## config.mk

```make
export PLATFORM = sky130hd
export DESIGN_NAME = mbd_top
export DESIGN_NICKNAME = d
export VERILOG_FILES = /design/src/hdl/mbd_data_pkg.sv /design/src/hdl/mbd_ctrl_pkg.sv /design/src/hdl/mbd_decode.sv /design/src/hdl/mbd_score_exec.sv /design/src/hdl/mbd_result.sv /design/src/hdl/mbd_top.sv
export VERILOG_INCLUDE_DIRS = /design/src /design/src/hdl
export SDC_FILE = /design/constraint.sdc
export NUM_CORES = 1
export LEC_CHECK = 0
export BUFFER_PORTS_ARGS = -buffer_cell sky130_fd_sc_hd__buf_2
export CORE_AREA = 2 2 227 229
export CTS_BUF_LIST = sky130_fd_sc_hd__clkbuf_8
export DETAILED_ROUTE_END_ITERATION = 7
export DIE_AREA = 0 0 229 231
export HOLD_SLACK_MARGIN = 0.1
export PLACE_DENSITY_LB_ADDON = 0.2
export SLEW_MARGIN = 20
export SYNTH_ARGS = -nofsm -noshare
export SYNTH_HDL_FRONTEND = slang
export SYNTH_SLANG_ARGS = --single-unit
```

## constraint.sdc

```tcl
create_clock -name clk -period 16.3 [get_ports clk]
set_input_delay 0.815 -clock clk [delete_from_list [all_inputs] [get_ports clk]]
set_output_delay 0.815 -clock clk [all_outputs]
set_load 0.05 [all_outputs]
```

## src/hdl/mbd_settings.svh

```systemverilog
`ifndef MBD_SETTINGS_SVH
`define MBD_SETTINGS_SVH

// VP8 cost model field widths
`define MBD_LAMBDA_W     16
`define MBD_RATE_W       16
`define MBD_DISTO_W      24
`define MBD_SCORE_W      40
`define MBD_POS_W        10

// Non-zero flag maps
`define MBD_YNZ_W        25
`define MBD_NZ4_W        16
`define MBD_UVNZ_W       8

// Distortion weight is 2**MBD_DISTO_SHIFT
`define MBD_DISTO_SHIFT  8

// One rate bit per multiplier step
`define MBD_MUL_STEPS    16

// Execute FSM state encoding width
`define MBD_STATE_W      2

`endif

```

## src/hdl/mbd_data_pkg.sv

```systemverilog
`include "mbd_settings.svh"

package mbd_data_pkg;

    // ------------------------------------------------------------------
    // Candidates from the prediction stages
    // ------------------------------------------------------------------

    // Whole-block I16 candidate
    // ynz bit 24 is the Y2 DC flag, bits 15..0 the luma flags
    typedef struct packed {
        logic [`MBD_DISTO_W-1:0] disto;
        logic [`MBD_RATE_W-1:0]  rate;
        logic [`MBD_YNZ_W-1:0]   ynz;
    } cand16_t;

    // Sixteen-subblock I4 candidate
    typedef struct packed {
        logic [`MBD_DISTO_W-1:0] disto;
        logic [`MBD_RATE_W-1:0]  rate;
        logic [`MBD_NZ4_W-1:0]   ynz4;
    } cand4_t;

    // ------------------------------------------------------------------
    // Internal and output records
    // ------------------------------------------------------------------

    // One macroblock decision in flight
    typedef struct packed {
        logic [`MBD_POS_W-1:0]    x;
        logic [`MBD_POS_W-1:0]    y;
        logic [`MBD_LAMBDA_W-1:0] lambda;
        cand16_t                  c16;
        cand4_t                   c4;
        logic [`MBD_UVNZ_W-1:0]   uvnz;
    } mb_job_t;

    typedef struct packed {
        logic [`MBD_SCORE_W-1:0] score_i16;
        logic [`MBD_SCORE_W-1:0] score_i4;
    } mb_scores_t;

    // mb_type carries the mb_type_e encoding, 1 for I16
    typedef struct packed {
        logic [`MBD_POS_W-1:0]   x;
        logic [`MBD_POS_W-1:0]   y;
        logic                    mb_type;
        logic [`MBD_YNZ_W-1:0]   nz;
        logic                    skipped;
        logic [`MBD_SCORE_W-1:0] score;
    } mb_result_t;

endpackage

```

## src/hdl/mbd_ctrl_pkg.sv

```systemverilog
`include "mbd_settings.svh"

package mbd_ctrl_pkg;

    // Execute FSM
    typedef enum logic [`MBD_STATE_W-1:0] {
        EX_IDLE = 2'd0,
        EX_MUL  = 2'd1,
        EX_SUM  = 2'd2
    } exec_state_e;

    // Macroblock type as coded in the VP8 header
    typedef enum logic {
        MB_I4  = 1'b0,
        MB_I16 = 1'b1
    } mb_type_e;

endpackage

```

## src/hdl/mbd_decode.sv

```systemverilog
`timescale 1ns/1ps

`include "mbd_settings.svh"

module mbd_decode (
    input  logic                     clk,
    input  logic                     rst_n,
    input  logic                     reload,
    input  logic [`MBD_LAMBDA_W-1:0] lambda_in,
    input  logic                     start,
    input  logic [`MBD_POS_W-1:0]    x,
    input  logic [`MBD_POS_W-1:0]    y,
    input  mbd_data_pkg::cand16_t    cand16,
    input  mbd_data_pkg::cand4_t     cand4,
    input  logic [`MBD_UVNZ_W-1:0]   uvnz,
    input  logic                     exec_busy,
    output mbd_data_pkg::mb_job_t    job,
    output logic                     job_valid
);

    // Keeps the DC flag and the luma flags of the I16 map
    localparam logic [`MBD_YNZ_W-1:0] YNZ_MASK = {1'b1, 8'h00, 16'hffff};

    logic [`MBD_LAMBDA_W-1:0] lambda_q;
    logic                     accept;

    // ------------------------------------------------------------------
    // Lambda register
    // ------------------------------------------------------------------

    // A reload on the same edge as start only affects later jobs
    always_ff @(posedge clk or negedge rst_n) begin
        if (!rst_n) begin
            lambda_q <= '0;
        end else if (reload) begin
            lambda_q <= lambda_in;
        end
    end

    // ------------------------------------------------------------------
    // Start qualification and capture
    // ------------------------------------------------------------------

    // Also blocks the edge where execute has not yet raised busy
    assign accept = start && !exec_busy && !job_valid;

    always_ff @(posedge clk or negedge rst_n) begin
        if (!rst_n) begin
            job_valid <= 1'b0;
        end else begin
            job_valid <= accept;
        end
    end

    always_ff @(posedge clk) begin
        if (accept) begin
            job.x        <= x;
            job.y        <= y;
            job.lambda   <= lambda_q;
            job.c16.disto <= cand16.disto;
            job.c16.rate  <= cand16.rate;
            // Unused bits between DC and luma flags are cleared
            job.c16.ynz   <= cand16.ynz & YNZ_MASK;
            job.c4       <= cand4;
            job.uvnz     <= uvnz;
        end
    end

endmodule

```

## src/hdl/mbd_score_exec.sv

```systemverilog
`timescale 1ns/1ps

`include "mbd_settings.svh"

module mbd_score_exec (
    input  logic                       clk,
    input  logic                       rst_n,
    input  mbd_data_pkg::mb_job_t      job,
    input  logic                       job_valid,
    output logic                       exec_busy,
    output mbd_data_pkg::mb_scores_t   scores,
    output mbd_data_pkg::mb_job_t      job_out,
    output logic                       scores_valid
);

    localparam int SCORE_W = `MBD_SCORE_W;
    localparam int CNT_W   = $clog2(`MBD_MUL_STEPS);
    localparam logic [CNT_W-1:0] LAST_STEP = CNT_W'(`MBD_MUL_STEPS - 1);

    mbd_ctrl_pkg::exec_state_e state;
    logic [CNT_W-1:0]          step_cnt;

    mbd_data_pkg::mb_job_t     job_q;
    logic [SCORE_W-1:0]        mcand;
    logic [SCORE_W-1:0]        acc16;
    logic [SCORE_W-1:0]        acc4;
    logic [`MBD_RATE_W-1:0]    rate16_sh;
    logic [`MBD_RATE_W-1:0]    rate4_sh;

    // One shift-add step, adds the current multiplicand on a set rate bit
    function automatic logic [SCORE_W-1:0] mul_step(input logic [SCORE_W-1:0] acc,
                                                    input logic [SCORE_W-1:0] m,
                                                    input logic           rbit);
        mul_step = rbit ? acc + m : acc;
    endfunction

    function automatic logic [SCORE_W-1:0] disto_term(input logic [`MBD_DISTO_W-1:0] d);
        disto_term = SCORE_W'(d) << `MBD_DISTO_SHIFT;
    endfunction

    // ------------------------------------------------------------------
    // Control FSM
    // ------------------------------------------------------------------

    always_ff @(posedge clk or negedge rst_n) begin
        if (!rst_n) begin
            state        <= mbd_ctrl_pkg::EX_IDLE;
            step_cnt     <= '0;
            scores_valid <= 1'b0;
        end else begin
            case (state)
                mbd_ctrl_pkg::EX_IDLE: begin
                    if (job_valid) begin
                        // Step 0 runs on the capture edge
                        state    <= mbd_ctrl_pkg::EX_MUL;
                        step_cnt <= CNT_W'(1);
                    end
                end
                mbd_ctrl_pkg::EX_MUL: begin
                    step_cnt <= step_cnt + 1'b1;
                    if (step_cnt == LAST_STEP) begin
                        state <= mbd_ctrl_pkg::EX_SUM;
                    end
                end
                mbd_ctrl_pkg::EX_SUM: begin
                    // First edge sums, second edge hands off and frees the unit
                    if (!scores_valid) begin
                        scores_valid <= 1'b1;
                    end else begin
                        scores_valid <= 1'b0;
                        state        <= mbd_ctrl_pkg::EX_IDLE;
                    end
                end
                default: begin
                    state <= mbd_ctrl_pkg::EX_IDLE;
                end
            endcase
        end
    end

    assign exec_busy = (state != mbd_ctrl_pkg::EX_IDLE);

    // ------------------------------------------------------------------
    // Multipliers and distortion adders
    // ------------------------------------------------------------------

    // Both multipliers share the shifted lambda
    always_ff @(posedge clk) begin
        if (state == mbd_ctrl_pkg::EX_IDLE && job_valid) begin
            job_q     <= job;
            acc16     <= mul_step('0, SCORE_W'(job.lambda), job.c16.rate[0]);
            acc4      <= mul_step('0, SCORE_W'(job.lambda), job.c4.rate[0]);
            rate16_sh <= job.c16.rate >> 1;
            rate4_sh  <= job.c4.rate >> 1;
            mcand     <= SCORE_W'(job.lambda) << 1;
        end else if (state == mbd_ctrl_pkg::EX_MUL) begin
            acc16     <= mul_step(acc16, mcand, rate16_sh[0]);
            acc4      <= mul_step(acc4, mcand, rate4_sh[0]);
            rate16_sh <= rate16_sh >> 1;
            rate4_sh  <= rate4_sh >> 1;
            mcand     <= mcand << 1;
        end else if (state == mbd_ctrl_pkg::EX_SUM && !scores_valid) begin
            scores.score_i16 <= acc16 + disto_term(job_q.c16.disto);
            scores.score_i4  <= acc4 + disto_term(job_q.c4.disto);
        end
    end

    assign job_out = job_q;

endmodule

```

## src/hdl/mbd_result.sv

```systemverilog
`timescale 1ns/1ps

`include "mbd_settings.svh"

module mbd_result (
    input  logic                       clk,
    input  logic                       rst_n,
    input  mbd_data_pkg::mb_scores_t   scores,
    input  mbd_data_pkg::mb_job_t      job,
    input  logic                       scores_valid,
    output mbd_data_pkg::mb_result_t   result,
    output logic                       done
);

    localparam int DC_BIT = `MBD_YNZ_W - 1;

    mbd_ctrl_pkg::mb_type_e    pick;
    logic [`MBD_YNZ_W-1:0]     nz_sel;
    logic [`MBD_SCORE_W-1:0]   score_sel;
    mbd_data_pkg::mb_result_t  result_next;

    // ------------------------------------------------------------------
    // Mode decision
    // ------------------------------------------------------------------

    always_comb begin
        // Ties go to I16
        if (scores.score_i4 >= scores.score_i16) begin
            pick      = mbd_ctrl_pkg::MB_I16;
            nz_sel    = {job.c16.ynz[DC_BIT], job.uvnz, job.c16.ynz[15:0]};
            score_sel = scores.score_i16;
        end else begin
            // No Y2 block in I4 mode
            pick      = mbd_ctrl_pkg::MB_I4;
            nz_sel    = {1'b0, job.uvnz, job.c4.ynz4};
            score_sel = scores.score_i4;
        end

        result_next.x       = job.x;
        result_next.y       = job.y;
        result_next.mb_type = pick;
        result_next.nz      = nz_sel;
        result_next.skipped = (nz_sel == '0);
        result_next.score   = score_sel;
    end

    // ------------------------------------------------------------------
    // Output register
    // ------------------------------------------------------------------

    // Result holds until the next decision
    always_ff @(posedge clk or negedge rst_n) begin
        if (!rst_n) begin
            result <= '0;
            done   <= 1'b0;
        end else begin
            done <= scores_valid;
            if (scores_valid) begin
                result <= result_next;
            end
        end
    end

endmodule

```

## src/hdl/mbd_top.sv

```systemverilog
`timescale 1ns/1ps

`include "mbd_settings.svh"

module mbd_top (
    input  logic                       clk,
    input  logic                       rst_n,
    input  logic                       reload,
    input  logic [`MBD_LAMBDA_W-1:0]   lambda_in,
    input  logic                       start,
    input  logic [`MBD_POS_W-1:0]      x,
    input  logic [`MBD_POS_W-1:0]      y,
    input  mbd_data_pkg::cand16_t      cand16,
    input  mbd_data_pkg::cand4_t       cand4,
    input  logic [`MBD_UVNZ_W-1:0]     uvnz,
    output logic                       busy,
    output logic                       done,
    output mbd_data_pkg::mb_result_t   result
);

    mbd_data_pkg::mb_job_t     job;
    logic                      job_valid;
    logic                      exec_busy;
    mbd_data_pkg::mb_scores_t  scores;
    mbd_data_pkg::mb_job_t     exec_job;
    logic                      scores_valid;

    mbd_decode mbd_decode_inst (
        .clk       (clk),
        .rst_n     (rst_n),
        .reload    (reload),
        .lambda_in (lambda_in),
        .start     (start),
        .x         (x),
        .y         (y),
        .cand16    (cand16),
        .cand4     (cand4),
        .uvnz      (uvnz),
        .exec_busy (exec_busy),
        .job       (job),
        .job_valid (job_valid)
    );

    mbd_score_exec mbd_score_exec_inst (
        .clk          (clk),
        .rst_n        (rst_n),
        .job          (job),
        .job_valid    (job_valid),
        .exec_busy    (exec_busy),
        .scores       (scores),
        .job_out      (exec_job),
        .scores_valid (scores_valid)
    );

    mbd_result mbd_result_inst (
        .clk          (clk),
        .rst_n        (rst_n),
        .scores       (scores),
        .job          (exec_job),
        .scores_valid (scores_valid),
        .result       (result),
        .done         (done)
    );

    assign busy = exec_busy;

endmodule

```

==> flow_summary_export.csv <==
group,metric,value,unit
status,status,"completed",
place,hpwlAfterDp,45100,µm
setup_path,r2r-start,"mbd_score_exec_inst.acc16[25]",
logic_synthesis,synth_edf_count,472,
sta,setup_viol,0,
die,rows,83,
sta,final-max-slew-violation-count,0,
clocking,post_cts_buffers,0,
layout,n_fill_cell,3918,
grt,grt_overflow,0,
drt,drtIter0Drc,1312,
layout,nets,2943,
sta,clock.fmax,272,MHz
logic_synthesis,syn_avg_cell_area,12.3,µm²
pwr,switchingPower,3.01,mW
flow_run,max_cap_viol_count,0,
logic_synthesis,ys.flop_type,"edfxtp_1",
grt,grtUsageMet1,0.338,
sta,setup_tns,0,ns
logic_synthesis,synth-adder-area-share,0.0755,
sta,slew_headroom,0.253,
setup_path,required,16.71,ns
pwr,power_frac_comb,0.443,
pwr,swShare,0.413,
die,coreArea,50700,µm²
pwr,pwr-share-seq,0.371,
sta,worst_pin_slew,1.12,ns
drt,first_pass_iters,7,
drt,drt-vias-per-instance,5.71,
logic_synthesis,netlist.area_leader.share,0.499,
layout,layout.cells.non_filler,3374,
clocking,htree_levels,3,
logic_synthesis,synth_mux_area_frac,0.0389,
clocking,clk_path_buf_depth,3,
clocking,cts_made_buffers,99,
logic_synthesis,synth_nets,2650,
pwr,power,7.27,mW
setup_path,end_kind,"flip-flop",
worst_hold_path,min_to,"mbd_decode_inst.job[113]",
pwr,p_leak,13.5,nW
drt,ant_nets,0,
die,die-area,52900,µm²
logic_synthesis,yosysSeqAreaShare,0.614,
setup_path,arrival,4.08,ns
logic_synthesis,synth-simple-area-share,0.101,
clocking,clk_root_buffer_cell,"clkbuf_8",
worst_hold_path,hold_start,"cand16[49]",
logic_synthesis,synthTopCellsByCount,"472 x edfxtp_1, 262 x nand2_1, 184 x nor2_1",
logic_synthesis,synthXorXnorAreaFrac,0.0345,
grt,grt_max_degree,158,
die,initial_core_util,0.561,
setup_path,worstSetupStartpoint,"mbd_score_exec_inst.acc16[25]",
die,ioPinCount,258,
logic_synthesis,ys_ff_latch,607,
logic_synthesis,netlist_instances,2312,
setup_path,worstPathMaxFanout,7,
setup_path,crit_type,"flip-flop to flip-flop",
sta,grt_setup_unrepaired,"false",
clocking,clk_pin_slew,0.07,ns
drt,drc_errors,0,
clocking,cts_resized,0,
logic_synthesis,synth-compound-area-share,0.114,
sta,hold_viol_final,0,
layout,syn2layout_area_growth,14.2,%
setup_path,rr_worst_depth,10,
clocking,cts_tree,"built",
pwr,p_int,4.27,mW
grt,grtUsageTotal,0.243,
drt,totalWireLength,63900,µm
pwr,ir_drop,0.184,mV
place,gp_congestion,0.978,
die,die_w,229,µm
setup_path,start_kind,"flip-flop",
logic_synthesis,async_reset_ff_frac,0.185,
drt,wl_per_cell,18.9,µm
logic_synthesis,yosys_warnings,0,
grt,grt_use_met2,0.389,
setup_path,rr_endpoint,"mbd_score_exec_inst.acc16[39]",
worst_hold_path,whs_path_depth,1,
clocking,clock-sinks,607,
sta,skew,0.0450,ns
logic_synthesis,netlist.top_cell.by_area,"edfxtp_1",
grt,grt_pass1_wl,101000,µm
die,fp.dieH,231,µm
sta,fin_crit_sh,0.225,
setup_path,r2r_slack,12.63,ns
logic_synthesis,synth_top_family_by_area,"compound AO/OA/AOI/OAI gates",
logic_synthesis,synthTopCellsByArea,"edfxtp_1 50%, dfrtp_1 9.9%, ha_1 7.3%",
worst_hold_path,hold_class,"input port to flip-flop",
grt,grt_pass1_vias,19000,
drt,vias,19200,
logic_synthesis,yosysUniqueCellTypes,76,
pwr,power_density,224,nW/µm²
logic_synthesis,yosysMostFrequentCell,"edfxtp_1",
place,place.port_buffers,249,
sta,whs,0.265,ns
logic_synthesis,synthesis.area,28400,µm²
grt,antenna_found_initial,3,
place,place.detailed.instances,3183,
grt,grt-busiest-layer,"met2",
clocking,holdBufCountCts,1,
grt,use_met3,0.0400,
pwr,p_clk_frac,0.186,
clocking,clk-insertion-delay-late,0.73,ns
sta,period_needed,3.67,ns
layout,layout-drive-gt1-share,0.175,
metal layers:
layer	up-vias	wire [µm]
met4	0	1610
met3	120	4050
li1	9177	-
met1	9294	28500
met2	658	29700
met5	-	0
cell type report:
cell class	instances	area, µm²	area share
tap	680	851	0.0262
sequential	607	17400	0.538
antenna	3	7.51	0.000231
clock buffer	109	1500	0.0463
clock inverter	78	563	0.0174
multi-input combinational	1546	10400	0.320
inverter	88	338	0.0104
timing repair buffer	263	1370	0.0422
critical path, stage by stage (launching register included):
cell	delay (ns)
edfxtp_1	0.44
ha_1	0.45
nand3_1	0.16
nor3_1	0.49
nand4_1	0.19
a211oi_1	0.43
nor3_1	0.21
or4_1	0.51
o211ai_1	0.25
and3_1	0.19
nor3_1	0.04
cell families (layout without fill, tap and decap cells):
group	count (synthesis)	in the layout
buf+inv	159	538
fa+ha+maj	169	169
compound gates	511	511
simple gates	649	649
xor+xnor	112	112
mux	105	105
other cells	0	3
flops	607	607
how the worst max path moves through the flow:
| stage | endpoint | cells past startpoint |
|---|---|---|
| 4_1_cts | mbd_score_exec_inst.acc16[28] | 6 |
| 5_1_grt | mbd_score_exec_inst.acc16[28] | 6 |
| 6_report | mbd_score_exec_inst.acc16[39] | 10 |
| 2_1_floorplan | mbd_decode_inst.job_valid | 3 |
| 3_5_place_dp | mbd_score_exec_inst.acc16[28] | 6 |
| 3_3_place_gp | mbd_score_exec_inst.acc16[28] | 6 |
placed cells by master (no fill, tap or decap), drive strengths merged, types with 36 or more instances in the layout:
cell,n
xnor2,76
edfxtp,472
mux2i,61
buf,262
xor2,36
inv,128
nand2,262
dfrtp,112
nand3,62
a21oi,183
mux2,44
a21o,56
ha,165
nor2,184
clkbuf,109
o21ai,103
sequential cells by signal, summed over array words and instances (netlist names):
signal,flops
mbd_score_exec_inst.step_cnt,4
mbd_score_exec_inst.state,2
mbd_result_inst.done,1
mbd_score_exec_inst.scores,80
mbd_decode_inst.job,157
mbd_score_exec_inst.acc16,40
mbd_decode_inst.lambda_q,16
mbd_score_exec_inst.job_out,109
mbd_result_inst.result,87
mbd_score_exec_inst.scores_valid,1
mbd_decode_inst.job_valid,1
mbd_score_exec_inst.rate16_sh,15
mbd_score_exec_inst.mcand,39
mbd_score_exec_inst.acc4,40
mbd_score_exec_inst.rate4_sh,15
per-stage QoR:
step / utilization / area [µm²] / setup WS [ns]
floorplan: - / 28400 / 2.72
global placement: 0.599 / 30400 / 12.69
detailed placement: 0.599 / 30400 / 12.60
CTS: 0.640 / 32400 / 12.58
global route: 0.640 / 32400 / 12.35
finish: 0.640 / 32400 / 12.63
power groups by stage:
stage	logic [mW]	clock network [mW]	registers (mW)
floorplan	2.14	0	2.97
global placement	3.06	0	2.70
detailed placement	3.17	0	2.72
CTS	3.19	1.39	2.69
global route	3.55	1.46	2.75
finish	3.22	1.35	2.70
No activity file was read; power rests on OpenSTA's default activity.
